## config.mk

```make
export PLATFORM = sky130hd
export DESIGN_NAME = hart_ctrl_top
export DESIGN_NICKNAME = d
export VERILOG_FILES = /design/src/source/hart_ctrl_pkg.sv /design/src/source/rst_sync.sv /design/src/source/debug_holdoff.sv /design/src/source/irq_collect.sv /design/src/source/irq_arbiter.sv /design/src/source/hart_ctrl_top.sv
export SDC_FILE = /design/constraint.sdc
export NUM_CORES = 1
export LEC_CHECK = 0
export ABC_CLOCK_PERIOD_IN_PS = 2300
export BUFFER_PORTS_ARGS = -buffer_cell sky130_fd_sc_hd__buf_2
export CAP_MARGIN = 20
export CORE_MARGIN = 2
export CORE_UTILIZATION = 28
export DETAILED_ROUTE_END_ITERATION = 6
export HOLD_SLACK_MARGIN = 0.02
export PLACE_DENSITY = 0.64
export SLEW_MARGIN = 0
export SYNTH_ARGS = -nofsm -noshare
export SYNTH_HDL_FRONTEND = slang
export SYNTH_SLANG_ARGS = --single-unit
```

## constraint.sdc

```tcl
create_clock -name clk_i -period 2.3 [get_ports clk_i]
set_input_delay 0.115 -clock clk_i [delete_from_list [all_inputs] [get_ports clk_i]]
set_output_delay 0.115 -clock clk_i [all_outputs]
set_load 0.02 [all_outputs]
```

## src/source/hart_ctrl_pkg.sv

```systemverilog
`default_nettype none

package hart_ctrl_pkg;

  // ------------------------------
  // vector geometry
  // ------------------------------

  // pending vector spans one hart register (xlen)
  localparam int unsigned IrqWidth = 64;

  // enough bits to name any vector position
  localparam int unsigned IrqIdWidth = 6;

  typedef logic [IrqWidth-1:0]   irq_vec_t;
  typedef logic [IrqIdWidth-1:0] irq_id_t;

  // ------------------------------
  // privileged spec positions
  // ------------------------------

  // machine software interrupt
  localparam int unsigned MsipBit = 3;
  // machine timer interrupt
  localparam int unsigned MtipBit = 7;
  // supervisor external interrupt
  localparam int unsigned SeipBit = 9;
  // machine external interrupt
  localparam int unsigned MeipBit = 11;

  // platform lines start here and run to the top of the vector
  localparam int unsigned PlatIrqBase = 16;
  localparam int unsigned NumPlatIrq  = 48;

  // ------------------------------
  // arbiter fsm
  // ------------------------------

  typedef enum logic [0:0] {
    ARB_IDLE = 1'b0,
    ARB_REQ  = 1'b1
  } arb_state_e;

endpackage

`default_nettype wire

```

## src/source/rst_sync.sv

```systemverilog
`default_nettype none

module rst_sync (
  input  logic clk_i,
  input  logic rst_ni,
  input  logic ndmreset_i,
  output logic rst_no
);

  // either power-on reset or a debug reset pulls the system down
  logic       rst_comb_n;
  logic [1:0] sync_q;

  assign rst_comb_n = rst_ni & ~ndmreset_i;

  // assert asynchronously, release after two clean edges
  always_ff @(posedge clk_i or negedge rst_comb_n) begin : p_sync
    if (!rst_comb_n) begin
      sync_q <= 2'b00;
    end else begin
      sync_q <= {sync_q[0], 1'b1};
    end
  end

  assign rst_no = sync_q[1];

endmodule

`default_nettype wire

```

## src/source/debug_holdoff.sv

```systemverilog
`default_nettype none

module debug_holdoff #(
  parameter int unsigned HoldoffCycles = 500
) (
  input  logic clk_i,
  input  logic rst_ni,
  input  logic debug_req_i,
  output logic debug_req_o
);

  // counter wide enough to hold the full window
  localparam int unsigned CntWidth =
    (HoldoffCycles > 0) ? $clog2(HoldoffCycles + 1) : 1;

  logic [CntWidth-1:0] cnt_d;
  logic [CntWidth-1:0] cnt_q;
  logic                cnt_zero;

  assign cnt_zero = (cnt_q == '0);

  // count down once per cycle and stop at zero
  assign cnt_d = cnt_zero ? cnt_q : cnt_q - 1'b1;

  // only power-on reset reloads the window
  // so a debug-triggered reset leaves it expired
  always_ff @(posedge clk_i or negedge rst_ni) begin : p_cnt
    if (!rst_ni) begin
      cnt_q <= CntWidth'(HoldoffCycles);
    end else begin
      cnt_q <= cnt_d;
    end
  end

  // boot code runs undisturbed until the window closes
  assign debug_req_o = cnt_zero ? debug_req_i : 1'b0;

endmodule

`default_nettype wire

```

## src/source/irq_collect.sv

```systemverilog
`default_nettype none

module irq_collect (
  input  logic                                 clk_i,
  input  logic                                 rst_ni,
  input  logic                                 meip_i,
  input  logic                                 seip_i,
  input  logic                                 mtip_i,
  input  logic                                 msip_i,
  input  logic [hart_ctrl_pkg::NumPlatIrq-1:0] plat_irq_i,
  input  hart_ctrl_pkg::irq_vec_t              irq_enable_i,
  output hart_ctrl_pkg::irq_vec_t              pending_o
);

  import hart_ctrl_pkg::*;

  irq_vec_t irq_raw;
  irq_vec_t irq_masked;
  irq_vec_t pending_q;

  // ------------------------------
  // spec numbering
  // ------------------------------

  // reserved positions stay zero
  always_comb begin : p_map
    irq_raw                              = '0;
    irq_raw[MsipBit]                     = msip_i;
    irq_raw[MtipBit]                     = mtip_i;
    irq_raw[SeipBit]                     = seip_i;
    irq_raw[MeipBit]                     = meip_i;
    irq_raw[PlatIrqBase +: NumPlatIrq]   = plat_irq_i;
  end

  // disabled sources never reach the arbiter
  assign irq_masked = irq_raw & irq_enable_i;

  // ------------------------------
  // pending register
  // ------------------------------

  // one cycle from sampled inputs to pending
  always_ff @(posedge clk_i or negedge rst_ni) begin : p_pending
    if (!rst_ni) begin
      pending_q <= '0;
    end else begin
      pending_q <= irq_masked;
    end
  end

  assign pending_o = pending_q;

endmodule

`default_nettype wire

```

## src/source/irq_arbiter.sv

```systemverilog
`default_nettype none

module irq_arbiter (
  input  logic                    clk_i,
  input  logic                    rst_ni,
  input  hart_ctrl_pkg::irq_vec_t pending_i,
  input  logic                    irq_ack_i,
  output logic                    irq_valid_o,
  output hart_ctrl_pkg::irq_id_t  irq_id_o,
  output hart_ctrl_pkg::irq_vec_t irq_onehot_o
);

  import hart_ctrl_pkg::*;

  arb_state_e state_d;
  arb_state_e state_q;
  irq_id_t    id_d;
  irq_id_t    id_q;
  irq_id_t    top_id;
  logic       any_pending;

  // ------------------------------
  // priority pick
  // ------------------------------

  // later iterations win so the highest index is kept
  always_comb begin : p_prio
    top_id = '0;
    for (int unsigned i = 0; i < IrqWidth; i++) begin
      if (pending_i[i]) begin
        top_id = irq_id_t'(i);
      end
    end
  end

  assign any_pending = |pending_i;

  // ------------------------------
  // handshake fsm
  // ------------------------------

  always_comb begin : p_fsm
    state_d = state_q;
    id_d    = id_q;
    unique case (state_q)
      ARB_IDLE: begin
        if (any_pending) begin
          id_d    = top_id;
          state_d = ARB_REQ;
        end
      end
      ARB_REQ: begin
        // id held until the hart takes it, whatever the sources do
        if (irq_ack_i) begin
          state_d = ARB_IDLE;
        end
      end
      default: begin
        state_d = ARB_IDLE;
      end
    endcase
  end

  always_ff @(posedge clk_i or negedge rst_ni) begin : p_regs
    if (!rst_ni) begin
      state_q <= ARB_IDLE;
      id_q    <= '0;
    end else begin
      state_q <= state_d;
      id_q    <= id_d;
    end
  end

  assign irq_valid_o = (state_q == ARB_REQ);
  assign irq_id_o    = id_q;

  // one-hot request the core expects, empty while idle
  always_comb begin : p_onehot
    irq_onehot_o = '0;
    if (state_q == ARB_REQ) begin
      irq_onehot_o[id_q] = 1'b1;
    end
  end

endmodule

`default_nettype wire

```

## src/source/hart_ctrl_top.sv

```systemverilog
`default_nettype none

module hart_ctrl_top #(
  parameter int unsigned HoldoffCycles = 500
) (
  input  logic                                 clk_i,
  input  logic                                 rst_ni,
  input  logic                                 ndmreset_i,
  input  logic                                 debug_req_i,
  input  logic                                 meip_i,
  input  logic                                 seip_i,
  input  logic                                 mtip_i,
  input  logic                                 msip_i,
  input  logic [hart_ctrl_pkg::NumPlatIrq-1:0] plat_irq_i,
  input  hart_ctrl_pkg::irq_vec_t              irq_enable_i,
  input  logic                                 irq_ack_i,
  output logic                                 sys_rst_no,
  output logic                                 debug_req_o,
  output logic                                 irq_valid_o,
  output hart_ctrl_pkg::irq_id_t               irq_id_o,
  output hart_ctrl_pkg::irq_vec_t              irq_onehot_o
);

  import hart_ctrl_pkg::*;

  // system reset for everything behind the synchronizer
  logic     sys_rst_n;
  irq_vec_t pending;

  // ------------------------------
  // reset and debug
  // ------------------------------

  rst_sync i_rst_sync (
    .clk_i      ( clk_i      ),
    .rst_ni     ( rst_ni     ),
    .ndmreset_i ( ndmreset_i ),
    .rst_no     ( sys_rst_n  )
  );

  assign sys_rst_no = sys_rst_n;

  // runs from power-on reset so ndmreset leaves it alone
  debug_holdoff #(
    .HoldoffCycles ( HoldoffCycles )
  ) i_debug_holdoff (
    .clk_i       ( clk_i       ),
    .rst_ni      ( rst_ni      ),
    .debug_req_i ( debug_req_i ),
    .debug_req_o ( debug_req_o )
  );

  // ------------------------------
  // interrupts
  // ------------------------------

  irq_collect i_irq_collect (
    .clk_i        ( clk_i        ),
    .rst_ni       ( sys_rst_n    ),
    .meip_i       ( meip_i       ),
    .seip_i       ( seip_i       ),
    .mtip_i       ( mtip_i       ),
    .msip_i       ( msip_i       ),
    .plat_irq_i   ( plat_irq_i   ),
    .irq_enable_i ( irq_enable_i ),
    .pending_o    ( pending      )
  );

  irq_arbiter i_irq_arbiter (
    .clk_i        ( clk_i        ),
    .rst_ni       ( sys_rst_n    ),
    .pending_i    ( pending      ),
    .irq_ack_i    ( irq_ack_i    ),
    .irq_valid_o  ( irq_valid_o  ),
    .irq_id_o     ( irq_id_o     ),
    .irq_onehot_o ( irq_onehot_o )
  );

endmodule

`default_nettype wire

```

Word level (Yosys, flattened, before mapping). Index checks and enable logic that the tools add are counted. Widths: inputs -> output; s select.

Register bits after elaboration: 82. Bits of input ports: 121. Output and inout port bits: 73. Word-level logic and storage cells: 86.

Add/sub/neg operators: 1. Magnitude comparators: 2. Mux-type cells: 70. Bitwise operators: 4. Reduce and logical (&&, ||, !) cells: 4.

Operators with widths (number): $mux 6 (62); $and 64x64->64 (1); $mux 64 (1); $reduce_or 64->1 (1); $logic_not 9->1 (1); $sub 9x1->9 const B (1); $lt 6x7->1 const B (1); $demux 1 s6 (1); $ge 6x1->1 const B (1); $mux 1 (5); $not 1->1 (2); $pmux 1 s2 (1); $reduce_and 2->1 (1); $and 1x1->1 (1); $logic_and 1x1->1 (1).

Logic depth before layout (Yosys ltp). Gate-level depths: netlist of run 1.

Depth after elaboration: 63. Gate-level depth with buffers: 8. Gate-level depth less buffers: 8.

Modules after synthesis. Synthesis of run 1 repeated with hierarchy kept, for this count alone.

Cells, all modules: 416. Area total of the unflattened synthesis: 3711.1 µm².

Modules (own cells, without submodules): irq_collect (times used 1, cells each 117, area each 1720.4 µm², seq. area each 1301.2 µm²); irq_arbiter (times used 1, cells each 256, area each 1478.9 µm², seq. area each 175.2 µm²); debug_holdoff (times used 1, cells each 39, area each 444.2 µm², seq. area each 232.7 µm²); rst_sync (times used 1, cells each 4, area each 67.6 µm², seq. area each 50.0 µm²).

Worst setup path after synthesis of run 1. No wires, ideal clock.

Path kind: flip-flop to flip-flop. From: reg i_debug_holdoff.cnt_q[6]. To: reg i_debug_holdoff.cnt_q[5]. Arrival time: 1726 ps. Data required time: 2212 ps. Slack: 486 ps. Cell stages (with the launch flop): 7. Buffers on the path: 0. Clock period less this slack: 1814 ps. Path through: dfstp_2 or4_1 or3_4 nor2_4 or4_4 nor3_1 xor2_1.

Word-level cells in the longest chain between the ends: 1.

RTL lines: start, declared (line debug_holdoff.sv:17) `logic [CntWidth-1:0] cnt_q;`; start signal, assigned (line debug_holdoff.sv:29) `cnt_q <= CntWidth'(HoldoffCycles);`; start signal, assigned (line debug_holdoff.sv:31) `cnt_q <= cnt_d;`; $logic_not 9->1 (line debug_holdoff.sv:20) `assign cnt_zero = (cnt_q == '0);`.

No other way between the ends. A chain may end at the register's enable or synchronous reset.

Worst setup path after layout of run 1.
From: reg i_debug_holdoff.cnt_q[6]. To: out debug_req_o.

Word-level cells in the longest chain between the ends: 2.

RTL lines: $logic_not 9->1 (line debug_holdoff.sv:20); $mux 1 (line debug_holdoff.sv:36) `assign debug_req_o = cnt_zero ? debug_req_i : 1'b0;`; end, declared (line hart_ctrl_top.sv:18) `output logic debug_req_o,`.

No other way between the ends.

==> impl_metrics.toml, run 1 <==
[synth]
ys_top_cells_by_count = "90 x nor2_1, 64 x dfrtp_1, 52 x and2_1"
synthCells = 374
synth_area_mm2 = 0.003374
synth-seq-area-share = 0.5213
ys_warn_count = 0
syn_nets = 496
yosys.area.top_type = "dfrtp_1"
synth.avg_cell_area_um2 = 9.023
ys.flop_type = "dfrtp_1"
synth_top_area_frac = 0.4746
async_flop_share = 1.000
synth_edf_count = 0
ys_ff_latch = 70
synth_area_leaders = "dfrtp_1 47%, nor2_1 10%, and2_1 9.6%"
synth_cell_types = 43
yosys.cell_count.top_type = "nor2_1"

[status]
status = "finished clean"

[global_route]
grt_pass1_vias = 3588
antenna_found_initial = 0
grt_first_pass_wirelength_um = 16860
grtUsageTotal = 0.1669
grt_max_degree = 41
grt_overflow = 0

[clock_tree]
cts.reportedPaths.clkPinSlew_ns = 0.05
clkLatencyLatePin_ns = 0.33
cts_inserted_buffers = 9
cts_buffer_depth = 2
clkSinkCount = 70
cts_tree = "done"
htreeDepth = 3
clockRootBuffer = "clkbuf_16"

[routing]
first_pass_iters = 4
wirelength_um = 10740
via_count = 3691
drc = 0
vias_per_cell = 4.602
wl_per_cell_um = 13.40
ant_nets = 0
drt-initial-drc-count = 128

[floorplanning]
die_area_mm2 = 0.01295
die_y_um = 113.8
num_rows = 40
start_util = 0.2833
ioPinCount = 194
die_width_um = 113.8
core_mm2 = 0.01191

[finish]
finalInstanceArea_mm2 = 0.005708
areaGrowthSynthToFinish_pct = 69.15
antenna_cells = 0
nFillCells = 1074
layout.nets = 772
drive_gt1_frac = 0.3344

[power_and_ir_drop]
swShare = 0.3239
pwr-share-clk = 0.371
switching_power_mw = 1.354
p_seq_frac = 0.372
comb_power_share = 0.257
power-per-cell-area_mw_per_mm2 = 732.5
peakVddDrop_v = 0.0004177
p_leak_nw = 2.834
p_int_mw = 2.826

[sta]
worstMarginPinSlew_ns = 0.5543
grt_setup_unrepaired = "false"
max_slew_margin = 0.6270
setup-violations-final = 0
period_share = 0.9637
setup_tns_ns = 0
slew_violations = 0
skew_ns = 0.006786
fin_crit_ns = 2.217
hold_viol_final = 0
fmax_mhz = 451.1

[worst_hold_path]
hold_class = "in -> reg"
min_path_cells = 2

[worst_setup_path]
reg2reg_depth = 6
critical_path_class = "reg -> out"
path_max_fanout = 4
path_cells = "or4_1 -> or3_4 -> nor2_4 -> and2_2 -> buf_2"
cp_slowest_cell = "or4_1"
cp_slowest_stage_delay_ns = 0.55
arrival_ns = 2.10
crit_family = "simple AND/OR/NAND/NOR gates"
cp-end-kind = "output port"
critPathBufInv = 1
worst-path-stages = 5
cp-start-kind = "flip-flop"
required_ns = 2.18

[run]
drv_cap = 0

[placement]
io_buffers = 181
place.detailed.hpwl_um = 7544
placed_area_mm2 = 0.004443
gp_congestion = 0.8098
## cell families (layout without fill, tap and decap cells)
kind of cell    Yosys count  after routing  share of synthesized area
simple gates            221            221                     0.3322
flops                    70             70                     0.5213
compound gates           53             53                    0.09938
buf+inv                  21            302                    0.02336
xor+xnor                  5              5                    0.01298
mux                       2              2                   0.005933
fa+ha+maj                 1              1                   0.003707
other cells               1              1                   0.001111
## routing by layer
metal | GRT usage | wire, µm | up-vias
li1 | - | - | 1829
met1 | 0.1733 | 4233 | 1689
met2 | 0.3206 | 5655 | 151
met3 | 0.03719 | 564 | 22
met4 | 0.07154 | 290 | 0
met5 | 0 | 0 | -
## placed cells by master (no fill, tap or decap), types with 2 or more instances in the layout
cell type	n
a21oi_1	10
or3_1	2
buf_2	181
o21a_1	2
buf_4	2
xor2_1	3
bufinv_16	3
dfrtp_1	63
o21ai_0	20
nor4_1	10
clkbuf_16	9
clkinv_2	3
nor3_1	14
nor2b_1	3
dlygate4sd3_1	90
xnor2_1	2
nand2b_1	5
nand3b_1	2
dfstp_2	6
or4_1	2
o311ai_0	3
nand3_1	6
o31ai_1	2
nand4_1	3
nor2_1	90
a211oi_1	4
and2_2	2
nor4_2	5
a31oi_1	3
mux2i_1	2
nand2_1	20
and2_1	52
inv_1	13
o221ai_1	2
## path summary, 6_finish.rpt
path	start	slack, ns	to
setup / recovery	i_debug_holdoff.cnt_q[6]$_DFFE_PN1P_	0.08	debug_req_o
max in group asynchronous	i_rst_sync.sync_q[1]$_DFF_PN0_	1.23	i_irq_arbiter.irq_id_o[5]$_DFFE_PN0P_
hold / removal	plat_irq_i[25]	0.02	i_irq_collect.pending_o[41]$_DFF_PN0_
setup reg to reg	i_irq_collect.pending_o[60]$_DFF_PN0_	0.18	i_irq_arbiter.irq_id_o[2]$_DFFE_PN0P_
hold reg to reg	i_rst_sync.sync_q[1]$_DFF_PN0_	0.22	i_irq_collect.pending_o[28]$_DFF_PN0_
min in group asynchronous	rst_ni	0.18	i_debug_holdoff.cnt_q[3]$_DFFE_PN0P_
## per-stage QoR
stage	hold slack, ns	cells	setup slack, ns	power, mW	utilization
2_1_floorplan	-0.1806	374	0.3110	2.147	-
3_3_place_gp	-0.02750	695	0.3381	2.485	0.3730
3_5_place_dp	-0.01977	695	0.1639	2.523	0.3730
4_1_cts	0.02054	801	0.04067	4.202	0.4770
5_1_grt	0.02154	802	0.006108	4.390	0.4792
6_report	0.01516	802	0.08340	4.181	0.4792
## repair_timing
| item | CTS | global route |
|---|---|---|
| resized for setup | 0 | 3 |
| setup endpoints to repair | 0 | 5 |
| hold buffers | 90 | 0 |
| endpoints found under the hold margin | 61 | 0 |
| buffers inserted | 0 | 1 |
## sequential cells by signal, summed over array words and instances, names as in the netlist
| signal | count |
|---|---|
| i_rst_sync.sync_q | 2 |
| i_irq_arbiter.irq_valid_o | 1 |
| i_irq_arbiter.irq_id_o | 6 |
| i_debug_holdoff.cnt_q | 9 |
| i_irq_collect.pending_o | 52 |
## power by group through the flow
stage	registers, mW	clock network (mW)	logic (mW)
2_1_floorplan	1.52	0	0.629
3_3_place_gp	1.56	0	0.929
3_5_place_dp	1.57	0	0.953
4_1_cts	1.55	1.58	1.07
5_1_grt	1.58	1.63	1.17
6_report	1.55	1.55	1.08
## layout make-up
type | instances | area [µm²] | share of cell area
Sequential cell | 70 | 1760 | 0.3084
Timing Repair Buffer | 273 | 1822 | 0.3192
Tap cell | 147 | 183.9 | 0.03222
Clock inverter | 7 | 112.6 | 0.01973
Inverter | 13 | 48.80 | 0.008549
Clock buffer | 9 | 225.2 | 0.03946
Multi-Input combinational cell | 283 | 1555 | 0.2725
Power figures use the tool's default switching activity.
==> inputs of run 2 (changes only) <==
Settings changed: BUFFER_PORTS_ARGS -buffer_cell sky130_fd_sc_hd__buf_2 to -buffer_cell sky130_fd_sc_hd__buf_4.
==> run 2 against run 1 <==
Effect of this change:
- power down 1.7%
- sequential share of layout area down 0.23 points
- flip-flop and latch count unchanged
- via count down 6.3%
- clock power down 8%
- cell count down 4.6%
- critical endpoint unchanged
- largest cell class unchanged
- largest power group unchanged
==> impl_metrics.toml, run 2 (same netlist as run 1, synthesis figures left out) <==
[sta]
slew_violations = 0
worstMarginPinSlew_ns = 0.6897
fin_crit_ns = 2.206
skew_ns = 0.005590
grt_setup_unrepaired = "false"
setup-violations-final = 0
hold_viol_final = 0
timing.final.ws_setup_ns = 0.09351
setup_tns_ns = 0
period_share = 0.9593
max_slew_margin = 0.5402
fmax_mhz = 453.2

[clock_tree]
clkSinkCount = 70
cts_buffer_depth = 2
cts_inserted_buffers = 9
htreeDepth = 3
cts.repair.resized = 0
cts_tree = "done"
clkLatencyLatePin_ns = 0.32
cts.reportedPaths.clkPinSlew_ns = 0.06
clockRootBuffer = "clkbuf_16"

[global_route]
grt_max_degree = 60
grt_pass1_vias = 3375
grtUsageTotal = 0.1581
grt_first_pass_wirelength_um = 16040
antenna_found_initial = 0
grt_overflow = 0

[finish]
multiInputGateArea_mm2 = 0.001536
largest_reg_flops = 52
layout_commonest_cell = "buf_4"
nFillCells = 1101
finalInstanceArea_mm2 = 0.005751
seqCellArea_mm2 = 0.001760
fin_util = 0.4828
layout_common_cells = "184 x buf_4, 90 x nor2_1, 63 x dfrtp_1"
antenna_cells = 0
layout.nets = 735
drive_gt1_frac = 0.3511
instances_no_fill = 765
areaGrowthSynthToFinish_pct = 70.41

[worst_setup_path]
cp-start-kind = "flip-flop"
cp_slowest_cell = "or4_1"
critPathBufInv = 1
arrival_ns = 2.09
path_cells = "or4_1 -> or3_4 -> nor2_4 -> and2_2 -> buf_4"
cp_slowest_stage_delay_ns = 0.56
crit_family = "simple AND/OR/NAND/NOR gates"
cp-end-kind = "output port"
required_ns = 2.18
path_max_fanout = 4
critical_path_class = "reg -> out"

[routing]
ant_nets = 0
vias_per_cell = 4.522
wirelength_um = 10200
first_pass_iters = 4
drc = 0
via_count = 3459
drt-initial-drc-count = 179
wl_per_cell_um = 13.33

[power_and_ir_drop]
p_leak_nw = 2.746
swShare = 0.3238
comb_power_share = 0.280
p_seq_frac = 0.375
switching_power_mw = 1.330
peakVddDrop_v = 0.0003253
p_int_mw = 2.778
power-per-cell-area_mw_per_mm2 = 714.4
pwr-share-clk = 0.345

[floorplanning]
core_mm2 = 0.01191
ioPinCount = 194
die_width_um = 113.8
start_util = 0.2833
die_y_um = 113.8
num_rows = 40
die_area_mm2 = 0.01295

[placement]
gp_congestion = 0.8593
place_ws_ns = 0.2800
placed_area_mm2 = 0.004896
place.detailed.hpwl_um = 7751
io_buffers = 181
placed_cells = 695

[status]
status = "finished clean"

[worst_hold_path]
hold_class = "in -> reg"

[run]
drv_cap = 0
-- run 2: final timing paths --
path | from | end | slack, ns | cells after the start
max | i_debug_holdoff.cnt_q[6]$_DFFE_PN1P_ | debug_req_o | 0.09 | 5
min | irq_enable_i[42] | i_irq_collect.pending_o[42]$_DFF_PN0_ | 0.02 | 2
max reg2reg | i_debug_holdoff.cnt_q[6]$_DFFE_PN1P_ | i_debug_holdoff.cnt_q[5]$_DFFE_PN1P_ | 0.25 | 7
min reg2reg | i_rst_sync.sync_q[0]$_DFF_PN0_ | i_rst_sync.sync_q[1]$_DFF_PN0_ | 0.35 | 0
max in group asynchronous | i_rst_sync.sync_q[1]$_DFF_PN0_ | i_irq_arbiter.irq_id_o[5]$_DFFE_PN0P_ | 1.42 | 1
min in group asynchronous | rst_ni | i_debug_holdoff.cnt_q[3]$_DFFE_PN0P_ | 0.15 | 2
-- run 2: metrics by stage --
| step | hold slack (ns) | power (mW) |
|---|---|---|
| after global placement | -0.05725 | 2.619 |
| after CTS | 0.02035 | 4.140 |
| after detailed placement | -0.05264 | 2.643 |
| after global routing | 0.02016 | 4.334 |
| final | 0.01738 | 4.108 |
| after floorplan | -0.1806 | 2.147 |
-- run 2: repair_timing --
item / 4_1_cts / 5_1_grt
hold buffers: 51 / 1
buffers inserted: 0 / 2
endpoints found under the hold margin: 37 / 1
setup endpoints to repair: 0 / 1
-- run 2: power groups by stage --
| stage | clock network, mW | registers (mW) | logic (mW) |
|---|---|---|---|
| after global routing | 1.51 | 1.57 | 1.26 |
| after global placement | 0 | 1.55 | 1.07 |
| final | 1.42 | 1.54 | 1.15 |
| after detailed placement | 0 | 1.56 | 1.08 |
| after floorplan | 0 | 1.52 | 0.629 |
| after CTS | 1.45 | 1.54 | 1.15 |
-- run 2: layer usage --
metal / global-route usage / up-vias / share of wire
met4: 0.05691 / 0 / 0.023
met3: 0.03135 / 17 / 0.062
li1: - / 1751 / -
met2: 0.2942 / 133 / 0.52
met5: 0 / - / 0
met1: 0.1794 / 1558 / 0.40
-- run 2: worst register-to-register path: stages (launching register included) --
cell     delay, ns
dfstp_2       0.37
or4_1         0.56
or3_4         0.41
nor2_4        0.15
buf_4         0.14
or4_4         0.14
nor3_1        0.06
xor2_1        0.14
-- run 2: cell type report --
| type | count | area share |
|---|---|---|
| timing repair buffer | 236 | 0.3307 |
| tap | 147 | 0.03198 |
| sequential | 70 | 0.3061 |
| clock inverter | 4 | 0.009138 |
| clock buffer | 12 | 0.04634 |
| inverter | 13 | 0.008486 |
| multi-input combinational | 283 | 0.2672 |
